<file path="config.mk">
export PLATFORM = sky130hd
export DESIGN_NAME = ht_delete_top
export DESIGN_NICKNAME = d
export VERILOG_FILES = /design/src/source/ht_delete_pkg.sv /design/src/source/chain_hit_if.sv /design/src/source/ht_chain_unlink.sv /design/src/source/ht_chain_walker.sv /design/src/source/ht_delete_dispatch.sv /design/src/source/ht_delete_top.sv
export SDC_FILE = /design/constraint.sdc
export NUM_CORES = 1
export LEC_CHECK = 0
export BUFFER_PORTS_ARGS = -buffer_cell sky130_fd_sc_hd__buf_2
export CAP_MARGIN = 15
export CORE_ASPECT_RATIO = 1.4
export CORE_MARGIN = 1
export CORE_UTILIZATION = 44
export DETAILED_ROUTE_END_ITERATION = 6
export GPL_TIMING_DRIVEN = 0
export PLACE_DENSITY = 0.74
export SLEW_MARGIN = 5
export SYNTH_ARGS = -nofsm -noshare
export SYNTH_HDL_FRONTEND = slang
export SYNTH_SLANG_ARGS = --single-unit
</file>
<file path="constraint.sdc">
create_clock -name clk_i -period 6.9 [get_ports clk_i]
set_input_delay 0 -clock clk_i [delete_from_list [all_inputs] [get_ports clk_i]]
set_output_delay 0 -clock clk_i [all_outputs]
set_load 0.005 [all_outputs]
</file>
<file path="src/source/ht_delete_pkg.sv">
/*
  widths, RAM entry, delete task and result types
  result code and chain position enums
*/

package ht_delete_pkg;

  // --------------------
  // widths
  // --------------------
  localparam int KEY_WIDTH        = 32;
  localparam int VALUE_WIDTH      = 16;
  localparam int TABLE_ADDR_WIDTH = 8;
  localparam int BUCKET_WIDTH     = 8;

  // one data RAM entry, all zero means cleared
  typedef struct packed {
    logic [KEY_WIDTH-1:0]        key;
    logic [VALUE_WIDTH-1:0]      value;
    logic [TABLE_ADDR_WIDTH-1:0] next_ptr;
    logic                        next_ptr_val;
  } ht_ram_data_t;

  // delete request, head pointer comes from the head table
  typedef struct packed {
    logic [KEY_WIDTH-1:0]        key;
    logic [BUCKET_WIDTH-1:0]     bucket;
    logic [TABLE_ADDR_WIDTH-1:0] head_ptr;
    logic                        head_ptr_val;
  } ht_task_t;

  typedef enum logic {
    DELETE_SUCCESS              = 1'b0,
    DELETE_NOT_SUCCESS_NO_ENTRY = 1'b1
  } ht_rescode_t;

  // where in the chain the walk ended
  typedef enum logic [2:0] {
    NO_CHAIN         = 3'd0,
    IN_HEAD          = 3'd1,
    IN_MIDDLE        = 3'd2,
    IN_TAIL          = 3'd3,
    IN_TAIL_NO_MATCH = 3'd4
  } ht_chain_state_t;

  typedef struct packed {
    logic [KEY_WIDTH-1:0]    key;
    logic [BUCKET_WIDTH-1:0] bucket;
    ht_rescode_t             rescode;
    ht_chain_state_t         chain_state;
  } ht_result_t;

endpackage

</file>
<file path="src/source/chain_hit_if.sv">
/*
  finished chain walk outcome, walker to unlink stage
*/

`timescale 1ns/1ps

interface chain_hit_if;
  import ht_delete_pkg::*;

  // valid holds until unlink pulses done
  logic                        valid;
  logic                        done;
  ht_task_t                    task_info;
  ht_chain_state_t             chain_state;

  // matched entry, or last entry on a miss
  logic [TABLE_ADDR_WIDTH-1:0] hit_addr;
  ht_ram_data_t                hit_data;

  // entry before the hit
  logic [TABLE_ADDR_WIDTH-1:0] prev_addr;
  ht_ram_data_t                prev_data;

  modport src (
    output valid, task_info, chain_state, hit_addr, hit_data, prev_addr, prev_data,
    input  done
  );

  modport dst (
    input  valid, task_info, chain_state, hit_addr, hit_data, prev_addr, prev_data,
    output done
  );

endinterface

</file>
<file path="src/source/ht_chain_unlink.sv">
/*
  unlink stage, relinks the chain, clears the entry
  frees its address and presents the delete result
*/

`timescale 1ns/1ps

module ht_chain_unlink (
  input  logic                                       clk_i,
  input  logic                                       rst_i,
  input  logic                                       result_ready_i,

  chain_hit_if.dst                                   hit_i,

  output logic [ht_delete_pkg::TABLE_ADDR_WIDTH-1:0] wr_addr_o,
  output ht_delete_pkg::ht_ram_data_t                wr_data_o,
  output logic                                       wr_en_o,

  output logic [ht_delete_pkg::BUCKET_WIDTH-1:0]     head_wr_bucket_o,
  output logic [ht_delete_pkg::TABLE_ADDR_WIDTH-1:0] head_wr_ptr_o,
  output logic                                       head_wr_ptr_val_o,
  output logic                                       head_wr_en_o,

  output logic [ht_delete_pkg::TABLE_ADDR_WIDTH-1:0] add_empty_ptr_o,
  output logic                                       add_empty_ptr_en_o,

  output ht_delete_pkg::ht_result_t                  result_o,
  output logic                                       result_valid_o
);
  import ht_delete_pkg::*;

  typedef enum logic [1:0] {
    IDLE,
    RELINK,
    CLEAR,
    REPORT
  } unlink_state_t;

  unlink_state_t state;

  logic          is_match;
  logic          head_hit;
  ht_ram_data_t  relink_data;

  assign is_match = (hit_i.chain_state == IN_HEAD)   ||
                    (hit_i.chain_state == IN_MIDDLE) ||
                    (hit_i.chain_state == IN_TAIL);
  assign head_hit = (hit_i.chain_state == IN_HEAD);

  // --------------------
  // FSM
  // --------------------
  // walker holds the outcome stable until done, so nothing is copied here
  always_ff @(posedge clk_i or posedge rst_i)
    if (rst_i)
      state <= IDLE;
    else
      case (state)
        IDLE:
          if (hit_i.valid)
            state <= is_match ? RELINK : REPORT;
        RELINK:
          state <= CLEAR;
        CLEAR:
          state <= REPORT;
        REPORT:
          if (result_ready_i)
            state <= IDLE;
        default:
          state <= IDLE;
      endcase

  // --------------------
  // predecessor rewrite
  // --------------------
  always_comb
    begin
      relink_data = hit_i.prev_data;
      if (hit_i.chain_state == IN_MIDDLE)
        begin
          // skip over the deleted entry
          relink_data.next_ptr     = hit_i.hit_data.next_ptr;
          relink_data.next_ptr_val = hit_i.hit_data.next_ptr_val;
        end
      else
        begin
          // predecessor becomes the new tail
          relink_data.next_ptr     = '0;
          relink_data.next_ptr_val = 1'b0;
        end
    end

  // RAM port shared by relink and clear
  assign wr_en_o   = ((state == RELINK) && !head_hit) || (state == CLEAR);
  assign wr_addr_o = (state == CLEAR) ? hit_i.hit_addr : hit_i.prev_addr;
  assign wr_data_o = (state == CLEAR) ? '0 : relink_data;

  // head table gets the successor of the old head
  assign head_wr_en_o      = (state == RELINK) && head_hit;
  assign head_wr_bucket_o  = hit_i.task_info.bucket;
  assign head_wr_ptr_o     = hit_i.hit_data.next_ptr;
  assign head_wr_ptr_val_o = hit_i.hit_data.next_ptr_val;

  // freed address goes back in the clear cycle
  assign add_empty_ptr_en_o = (state == CLEAR);
  assign add_empty_ptr_o    = hit_i.hit_addr;

  // --------------------
  // result
  // --------------------
  always_comb
    begin
      result_o.key         = hit_i.task_info.key;
      result_o.bucket      = hit_i.task_info.bucket;
      result_o.rescode     = is_match ? DELETE_SUCCESS : DELETE_NOT_SUCCESS_NO_ENTRY;
      result_o.chain_state = hit_i.chain_state;
    end

  assign result_valid_o = (state == REPORT);
  assign hit_i.done     = (state == REPORT) && result_ready_i;

endmodule

</file>
<file path="src/source/ht_chain_walker.sv">
/*
  chain walk stage, reads entries along next_ptr
  compares keys and classifies where the walk ended
*/

`timescale 1ns/1ps

module ht_chain_walker #(
  parameter int RAM_LATENCY = 2
) (
  input  logic                                       clk_i,
  input  logic                                       rst_i,

  input  ht_delete_pkg::ht_task_t                    pend_task_i,
  input  logic                                       pend_valid_i,
  output logic                                       walk_take_o,

  input  ht_delete_pkg::ht_ram_data_t                rd_data_i,
  output logic [ht_delete_pkg::TABLE_ADDR_WIDTH-1:0] rd_addr_o,
  output logic                                       rd_en_o,

  chain_hit_if.src                                   hit_o
);
  import ht_delete_pkg::*;

  typedef enum logic [1:0] {
    IDLE,
    READ,
    REPORT,
    WAIT_DONE
  } walk_state_t;

  walk_state_t                 state;

  logic [RAM_LATENCY-1:0]      rd_pipe;
  logic                        rd_data_val;
  logic                        key_match;
  logic                        got_tail;
  logic                        walk_end;

  ht_task_t                    task_q;
  logic                        in_head;
  logic [TABLE_ADDR_WIDTH-1:0] cur_addr;
  logic [TABLE_ADDR_WIDTH-1:0] prev_addr;
  ht_ram_data_t                prev_data;
  logic [TABLE_ADDR_WIDTH-1:0] hit_addr;
  ht_ram_data_t                hit_data;
  ht_chain_state_t             chain_state;

  // no new chain until unlink has finished the last one
  assign walk_take_o = (state == IDLE) && pend_valid_i;
  assign rd_addr_o   = cur_addr;

  // --------------------
  // read return tracking
  // --------------------
  always_ff @(posedge clk_i or posedge rst_i)
    if (rst_i)
      rd_pipe <= '0;
    else
      begin
        rd_pipe[0] <= rd_en_o;
        for (int i = 1; i < RAM_LATENCY; i++)
          rd_pipe[i] <= rd_pipe[i-1];
      end

  assign rd_data_val = rd_pipe[RAM_LATENCY-1];
  assign key_match   = (rd_data_i.key == task_q.key);
  assign got_tail    = !rd_data_i.next_ptr_val;
  assign walk_end    = key_match || got_tail;

  // --------------------
  // FSM
  // --------------------
  always_ff @(posedge clk_i or posedge rst_i)
    if (rst_i)
      begin
        state   <= IDLE;
        rd_en_o <= 1'b0;
      end
    else
      begin
        rd_en_o <= 1'b0;
        case (state)
          IDLE:
            if (walk_take_o)
              begin
                if (pend_task_i.head_ptr_val)
                  begin
                    state   <= READ;
                    rd_en_o <= 1'b1;
                  end
                else
                  state <= REPORT;
              end
          READ:
            if (rd_data_val)
              begin
                if (walk_end)
                  state <= REPORT;
                else
                  rd_en_o <= 1'b1;
              end
          // unlink is still idle in the first valid cycle
          REPORT:
            state <= WAIT_DONE;
          WAIT_DONE:
            if (hit_o.done)
              state <= IDLE;
          default:
            state <= IDLE;
        endcase
      end

  // --------------------
  // chain position and entries
  // --------------------
  always_ff @(posedge clk_i)
    if (walk_take_o)
      begin
        task_q      <= pend_task_i;
        cur_addr    <= pend_task_i.head_ptr;
        in_head     <= 1'b1;
        chain_state <= NO_CHAIN;
      end
    else if ((state == READ) && rd_data_val)
      begin
        if (walk_end)
          begin
            hit_addr <= cur_addr;
            hit_data <= rd_data_i;
            if (!key_match)
              chain_state <= IN_TAIL_NO_MATCH;
            else if (in_head)
              chain_state <= IN_HEAD;
            else if (got_tail)
              chain_state <= IN_TAIL;
            else
              chain_state <= IN_MIDDLE;
          end
        else
          begin
            // step along the chain
            prev_addr <= cur_addr;
            prev_data <= rd_data_i;
            cur_addr  <= rd_data_i.next_ptr;
            in_head   <= 1'b0;
          end
      end

  assign hit_o.valid       = (state == REPORT) || (state == WAIT_DONE);
  assign hit_o.task_info   = task_q;
  assign hit_o.chain_state = chain_state;
  assign hit_o.hit_addr    = hit_addr;
  assign hit_o.hit_data    = hit_data;
  assign hit_o.prev_addr   = prev_addr;
  assign hit_o.prev_data   = prev_data;

endmodule

</file>
<file path="src/source/ht_delete_dispatch.sv">
/*
  task acceptance stage, one pending task slot
*/

`timescale 1ns/1ps

module ht_delete_dispatch (
  input  logic                    clk_i,
  input  logic                    rst_i,

  input  ht_delete_pkg::ht_task_t task_i,
  input  logic                    task_valid_i,
  input  logic                    walk_take_i,

  output logic                    task_ready_o,
  output ht_delete_pkg::ht_task_t pend_task_o,
  output logic                    pend_valid_o
);

  logic accept;

  // slot is free when empty or being emptied this cycle
  assign task_ready_o = !pend_valid_o || walk_take_i;
  assign accept       = task_valid_i && task_ready_o;

  // --------------------
  // slot occupancy
  // --------------------
  always_ff @(posedge clk_i or posedge rst_i)
    if (rst_i)
      pend_valid_o <= 1'b0;
    else
      begin
        if (accept)
          pend_valid_o <= 1'b1;
        else if (walk_take_i)
          pend_valid_o <= 1'b0;
      end

  // --------------------
  // slot contents
  // --------------------
  // overwritten only on accept, so the walker sees a stable task
  always_ff @(posedge clk_i)
    if (accept)
      pend_task_o <= task_i;

endmodule

</file>
<file path="src/source/ht_delete_top.sv">
/*
  hash table delete engine, dispatch, chain walk and unlink
*/

`timescale 1ns/1ps

module ht_delete_top #(
  parameter int RAM_LATENCY = 2
) (
  input  logic                                       clk_i,
  input  logic                                       rst_i,

  // delete tasks
  input  ht_delete_pkg::ht_task_t                    task_i,
  input  logic                                       task_valid_i,
  output logic                                       task_ready_o,

  // data RAM
  input  ht_delete_pkg::ht_ram_data_t                rd_data_i,
  output logic [ht_delete_pkg::TABLE_ADDR_WIDTH-1:0] rd_addr_o,
  output logic                                       rd_en_o,
  output logic [ht_delete_pkg::TABLE_ADDR_WIDTH-1:0] wr_addr_o,
  output ht_delete_pkg::ht_ram_data_t                wr_data_o,
  output logic                                       wr_en_o,

  // head table
  output logic [ht_delete_pkg::BUCKET_WIDTH-1:0]     head_wr_bucket_o,
  output logic [ht_delete_pkg::TABLE_ADDR_WIDTH-1:0] head_wr_ptr_o,
  output logic                                       head_wr_ptr_val_o,
  output logic                                       head_wr_en_o,

  // empty pointer list
  output logic [ht_delete_pkg::TABLE_ADDR_WIDTH-1:0] add_empty_ptr_o,
  output logic                                       add_empty_ptr_en_o,

  // results
  output ht_delete_pkg::ht_result_t                  result_o,
  output logic                                       result_valid_o,
  input  logic                                       result_ready_i
);
  import ht_delete_pkg::*;

  ht_task_t pend_task;
  logic     pend_valid;
  logic     walk_take;

  chain_hit_if hit_bus ();

  ht_delete_dispatch dispatch (
    .clk_i        (clk_i),
    .rst_i        (rst_i),
    .task_i       (task_i),
    .task_valid_i (task_valid_i),
    .walk_take_i  (walk_take),
    .task_ready_o (task_ready_o),
    .pend_task_o  (pend_task),
    .pend_valid_o (pend_valid)
  );

  ht_chain_walker #(
    .RAM_LATENCY (RAM_LATENCY)
  ) walker (
    .clk_i        (clk_i),
    .rst_i        (rst_i),
    .pend_task_i  (pend_task),
    .pend_valid_i (pend_valid),
    .walk_take_o  (walk_take),
    .rd_data_i    (rd_data_i),
    .rd_addr_o    (rd_addr_o),
    .rd_en_o      (rd_en_o),
    .hit_o        (hit_bus.src)
  );

  ht_chain_unlink unlink (
    .clk_i              (clk_i),
    .rst_i              (rst_i),
    .result_ready_i     (result_ready_i),
    .hit_i              (hit_bus.dst),
    .wr_addr_o          (wr_addr_o),
    .wr_data_o          (wr_data_o),
    .wr_en_o            (wr_en_o),
    .head_wr_bucket_o   (head_wr_bucket_o),
    .head_wr_ptr_o      (head_wr_ptr_o),
    .head_wr_ptr_val_o  (head_wr_ptr_val_o),
    .head_wr_en_o       (head_wr_en_o),
    .add_empty_ptr_o    (add_empty_ptr_o),
    .add_empty_ptr_en_o (add_empty_ptr_en_o),
    .result_o           (result_o),
    .result_valid_o     (result_valid_o)
  );

endmodule

</file>
==> flow_metrics.py <==
metrics = {
    "outcome": {
        "status": "completed",
    },
    "finish": {
        "area_growth_pct": 47.93,
        "final_common_cell": "buf_2",
        "final_cell_mix": "257 x buf_2, 170 x edfxtp_1, 108 x dlygate4sd3_1",
        "drive_gt1_share_pct": 39.90,
        "final_nets": 908,
        "final_area_mm2": 0.01019,
    },
    "critical_path": {
        "worst_setup_path_end_kind": "flip-flop",
        "crit_fanout": 12,
        "crit_arrival_ns": 2.95,
        "path_class": "flip-flop to flip-flop",
        "crit_start": "walker.hit_o.task_info[48]",
        "cp-start-kind": "flip-flop",
        "reg2reg_from": "walker.hit_o.task_info[48]",
        "required_ns": 7.02,
    },
    "clock_network": {
        "cts_root_buf": "clkbuf_16",
        "numCtsBuffers": 17,
        "cts-hold-fix-buffers": 108,
        "cts_setup_buffers": 0,
        "cts_sinks": 182,
        "cts_tree": "yes",
        "cts_repair_resize_count": 0,
        "clock_path_buffers": 2,
        "clkTransAtPathRegs_ns": 0.07,
        "htreeDepth": 4,
        "clock_latency_ns": 0.42,
    },
    "synthesis": {
        "seq_area_frac_synth_pct": 78.17,
        "netlist_area_mm2": 0.006889,
        "yosys_warnings": 0,
        "ys_seq_elements": 182,
        "synth.net_count": 519,
        "synth_cells": 400,
        "synth_cell_types": 36,
        "syn_area_per_cell_um2": 17.22,
    },
    "placed_design": {
        "place_area_mm2": 0.008496,
        "port_buffers": 257,
        "dp_hpwl_um": 11680,
        "place_congestion": 0.8440,
    },
    "worst_hold_path": {
        "hold_path.class": "input port to flip-flop",
        "hold_start": "result_ready_i",
    },
    "drt": {
        "postRouteAntennaNets": 0,
        "vias": 4757,
        "drt-total-wl_um": 17120,
        "drcViolationCount": 0,
        "drtPass1Iterations": 4,
        "wl_per_cell_um": 17.18,
        "drt-initial-drc-count": 90,
        "routed_via_density": 4.776,
    },
    "timing": {
        "fin_skew_ns": 0.01269,
        "hold_viol_final": 0,
        "setup-violations-final": 0,
        "rsz0062_at_grt": "no",
        "relSlewSlack_pct": 50.68,
        "max_freq_mhz": 353.4,
        "fin_crit_ns": 2.830,
        "timing.setup.tns_ns": 0,
        "slew_viol_final": 0,
        "tightest_slew_ns": 0.7398,
        "fin_crit_sh_pct": 41.02,
    },
    "floorplanning": {
        "dieArea_mm2": 0.01617,
        "start_util_pct": 45.37,
        "coreArea_mm2": 0.01519,
        "row_count": 53,
        "ioPinCount": 258,
        "die_h_um": 150.1,
        "die_w_um": 107.8,
    },
    "global_route": {
        "overflow": 0,
        "antenna_found_initial": 1,
        "grt_start_max_net_pins": 34,
        "track_usage_pct": 21.52,
        "grt_pass1_vias": 5015,
        "grt_pass1_wl_um": 25310,
    },
    "power_and_ir_drop": {
        "max-vdd-ir-drop_uv": 235.3,
        "p_leak_nw": 4.194,
        "power_mw": 3.534,
        "pwr_density_cell_mw_per_mm2": 346.8,
    },
    "job": {
        "max-cap-violations": 0,
    },
}
worst max-delay path, cell delays in order (launching register included):
cell,delay (ns)
edfxtp_1,0.44
xnor2_1,0.27
nand4_1,0.23
nor4_4,0.57
a21boi_2,0.23
nor2_1,0.47
buf_4,0.30
cells by family (layout without fill, tap and decap cells):
kind of cell               Yosys count  after routing  synth area share, %
DFF                                182            182                78.17
adders and majority gates            9              9                1.635
AOI/OAI and AO/OA                   24             24                2.779
buffers and inverters               26            428                1.853
other                                0              2                    0
and+or+nand+nor                    115            115                9.590
muxes                               12             12                1.907
xor gates and xnor gates            32             32                4.068
registers in the layout (all words and copies together) (netlist names), 2 cells and up:
name and count:
dispatch.pend_task_o 49, unlink.state 2, walker.hit_o.chain_state 3, walker.hit_o.hit_addr 8, walker.hit_o.hit_data 9, walker.hit_o.prev_addr 8, walker.hit_o.prev_data 48, walker.hit_o.task_info 40
walker.rd_addr_o 8, walker.rd_pipe 2, walker.state 2
layer usage:
layer  track usage, %  part of all wire [%]  up-vias
li1                 -                     -     2232
met1            21.76                    35     2260
met2            39.36                    55      217
met3            5.967                   6.1       48
met4            11.85                   3.8        0
met5                0                     0        -
where the power goes:
group          leakage [nW]  internal, mW  switching (mW)
clock network         0.300         0.523           0.452
registers              1.69          1.49           0.107
logic                  2.20         0.432           0.533
final cells by class:
| class | instances | area, µm² |
|---|---|---|
| Inverter | 10 | 37.54 |
| Timing Repair Buffer | 370 | 2445 |
| Sequential cell | 182 | 5385 |
| Clock buffer | 17 | 425.4 |
| Buffer | 16 | 91.34 |
| Multi-Input combinational cell | 192 | 1378 |
| Antenna cell | 2 | 5.005 |
| Clock inverter | 15 | 183.9 |
| Fill cell | 1034 | 4995 |
| Tap cell | 192 | 240.2 |
cell usage after synthesis (all sizes together):
| master | instances | area (µm²) |
|---|---|---|
| o21bai | 1 | 7.510 |
| and2 | 12 | 76.33 |
| edfxtp | 170 | 5105 |
| nand2b | 2 | 12.51 |
| a22oi | 1 | 7.510 |
| nand2 | 29 | 108.9 |
| xnor2 | 32 | 280.3 |
| dfxtp | 4 | 80.08 |
| nor2 | 7 | 26.28 |
| nand3 | 2 | 10.01 |
| o21ai | 3 | 15.01 |
| o32a | 2 | 20.02 |
| a31o | 2 | 17.52 |
| clkbuf | 7 | 26.28 |
| nor4b | 1 | 8.760 |
| a21oi | 3 | 15.01 |
| a31oi | 1 | 6.260 |
| a21boi | 1 | 11.26 |
| nand4 | 8 | 50.05 |
| ha | 9 | 112.6 |
| nor2b | 49 | 306.5 |
| buf | 9 | 63.81 |
| and3 | 1 | 6.260 |
| mux2i | 3 | 30.03 |
| dfrtp | 8 | 200.2 |
| o211a | 2 | 20.02 |
| a32o | 2 | 20.02 |
| a21o | 4 | 33.79 |
| or3 | 2 | 12.51 |
| nor4 | 2 | 42.54 |
| a22o | 2 | 17.52 |
| inv | 10 | 37.54 |
| mux2 | 9 | 101.4 |
through the flow:
step / setup WS [ns] / utilization, % / hold WS (ns) / cells
finish: 4.070 / 67.11 / 0.03580 / 996
global route: 3.885 / 67.09 / 0.08107 / 995
CTS: 4.171 / 67.08 / 0.006030 / 994
detailed placement: 4.204 / 55.94 / -0.03357 / 854
global placement: 3.352 / 55.42 / -0.04649 / 849
floorplan: 4.040 / - / -0.1843 / 400
final timing paths:
check                      slack (ns)  cells after the start                       end
max reg2reg                      4.07                      6  walker.hit_o.hit_addr[4]
min reg2reg                      0.37                      0         walker.rd_pipe[1]
max                              4.07                      6  walker.hit_o.hit_addr[4]
max in group asynchronous        6.57                      3           walker.state[0]
min in group asynchronous        0.09                      3         walker.rd_pipe[1]
min                              0.04                      4           unlink.state[1]
(Power assumes the default switching activity.)
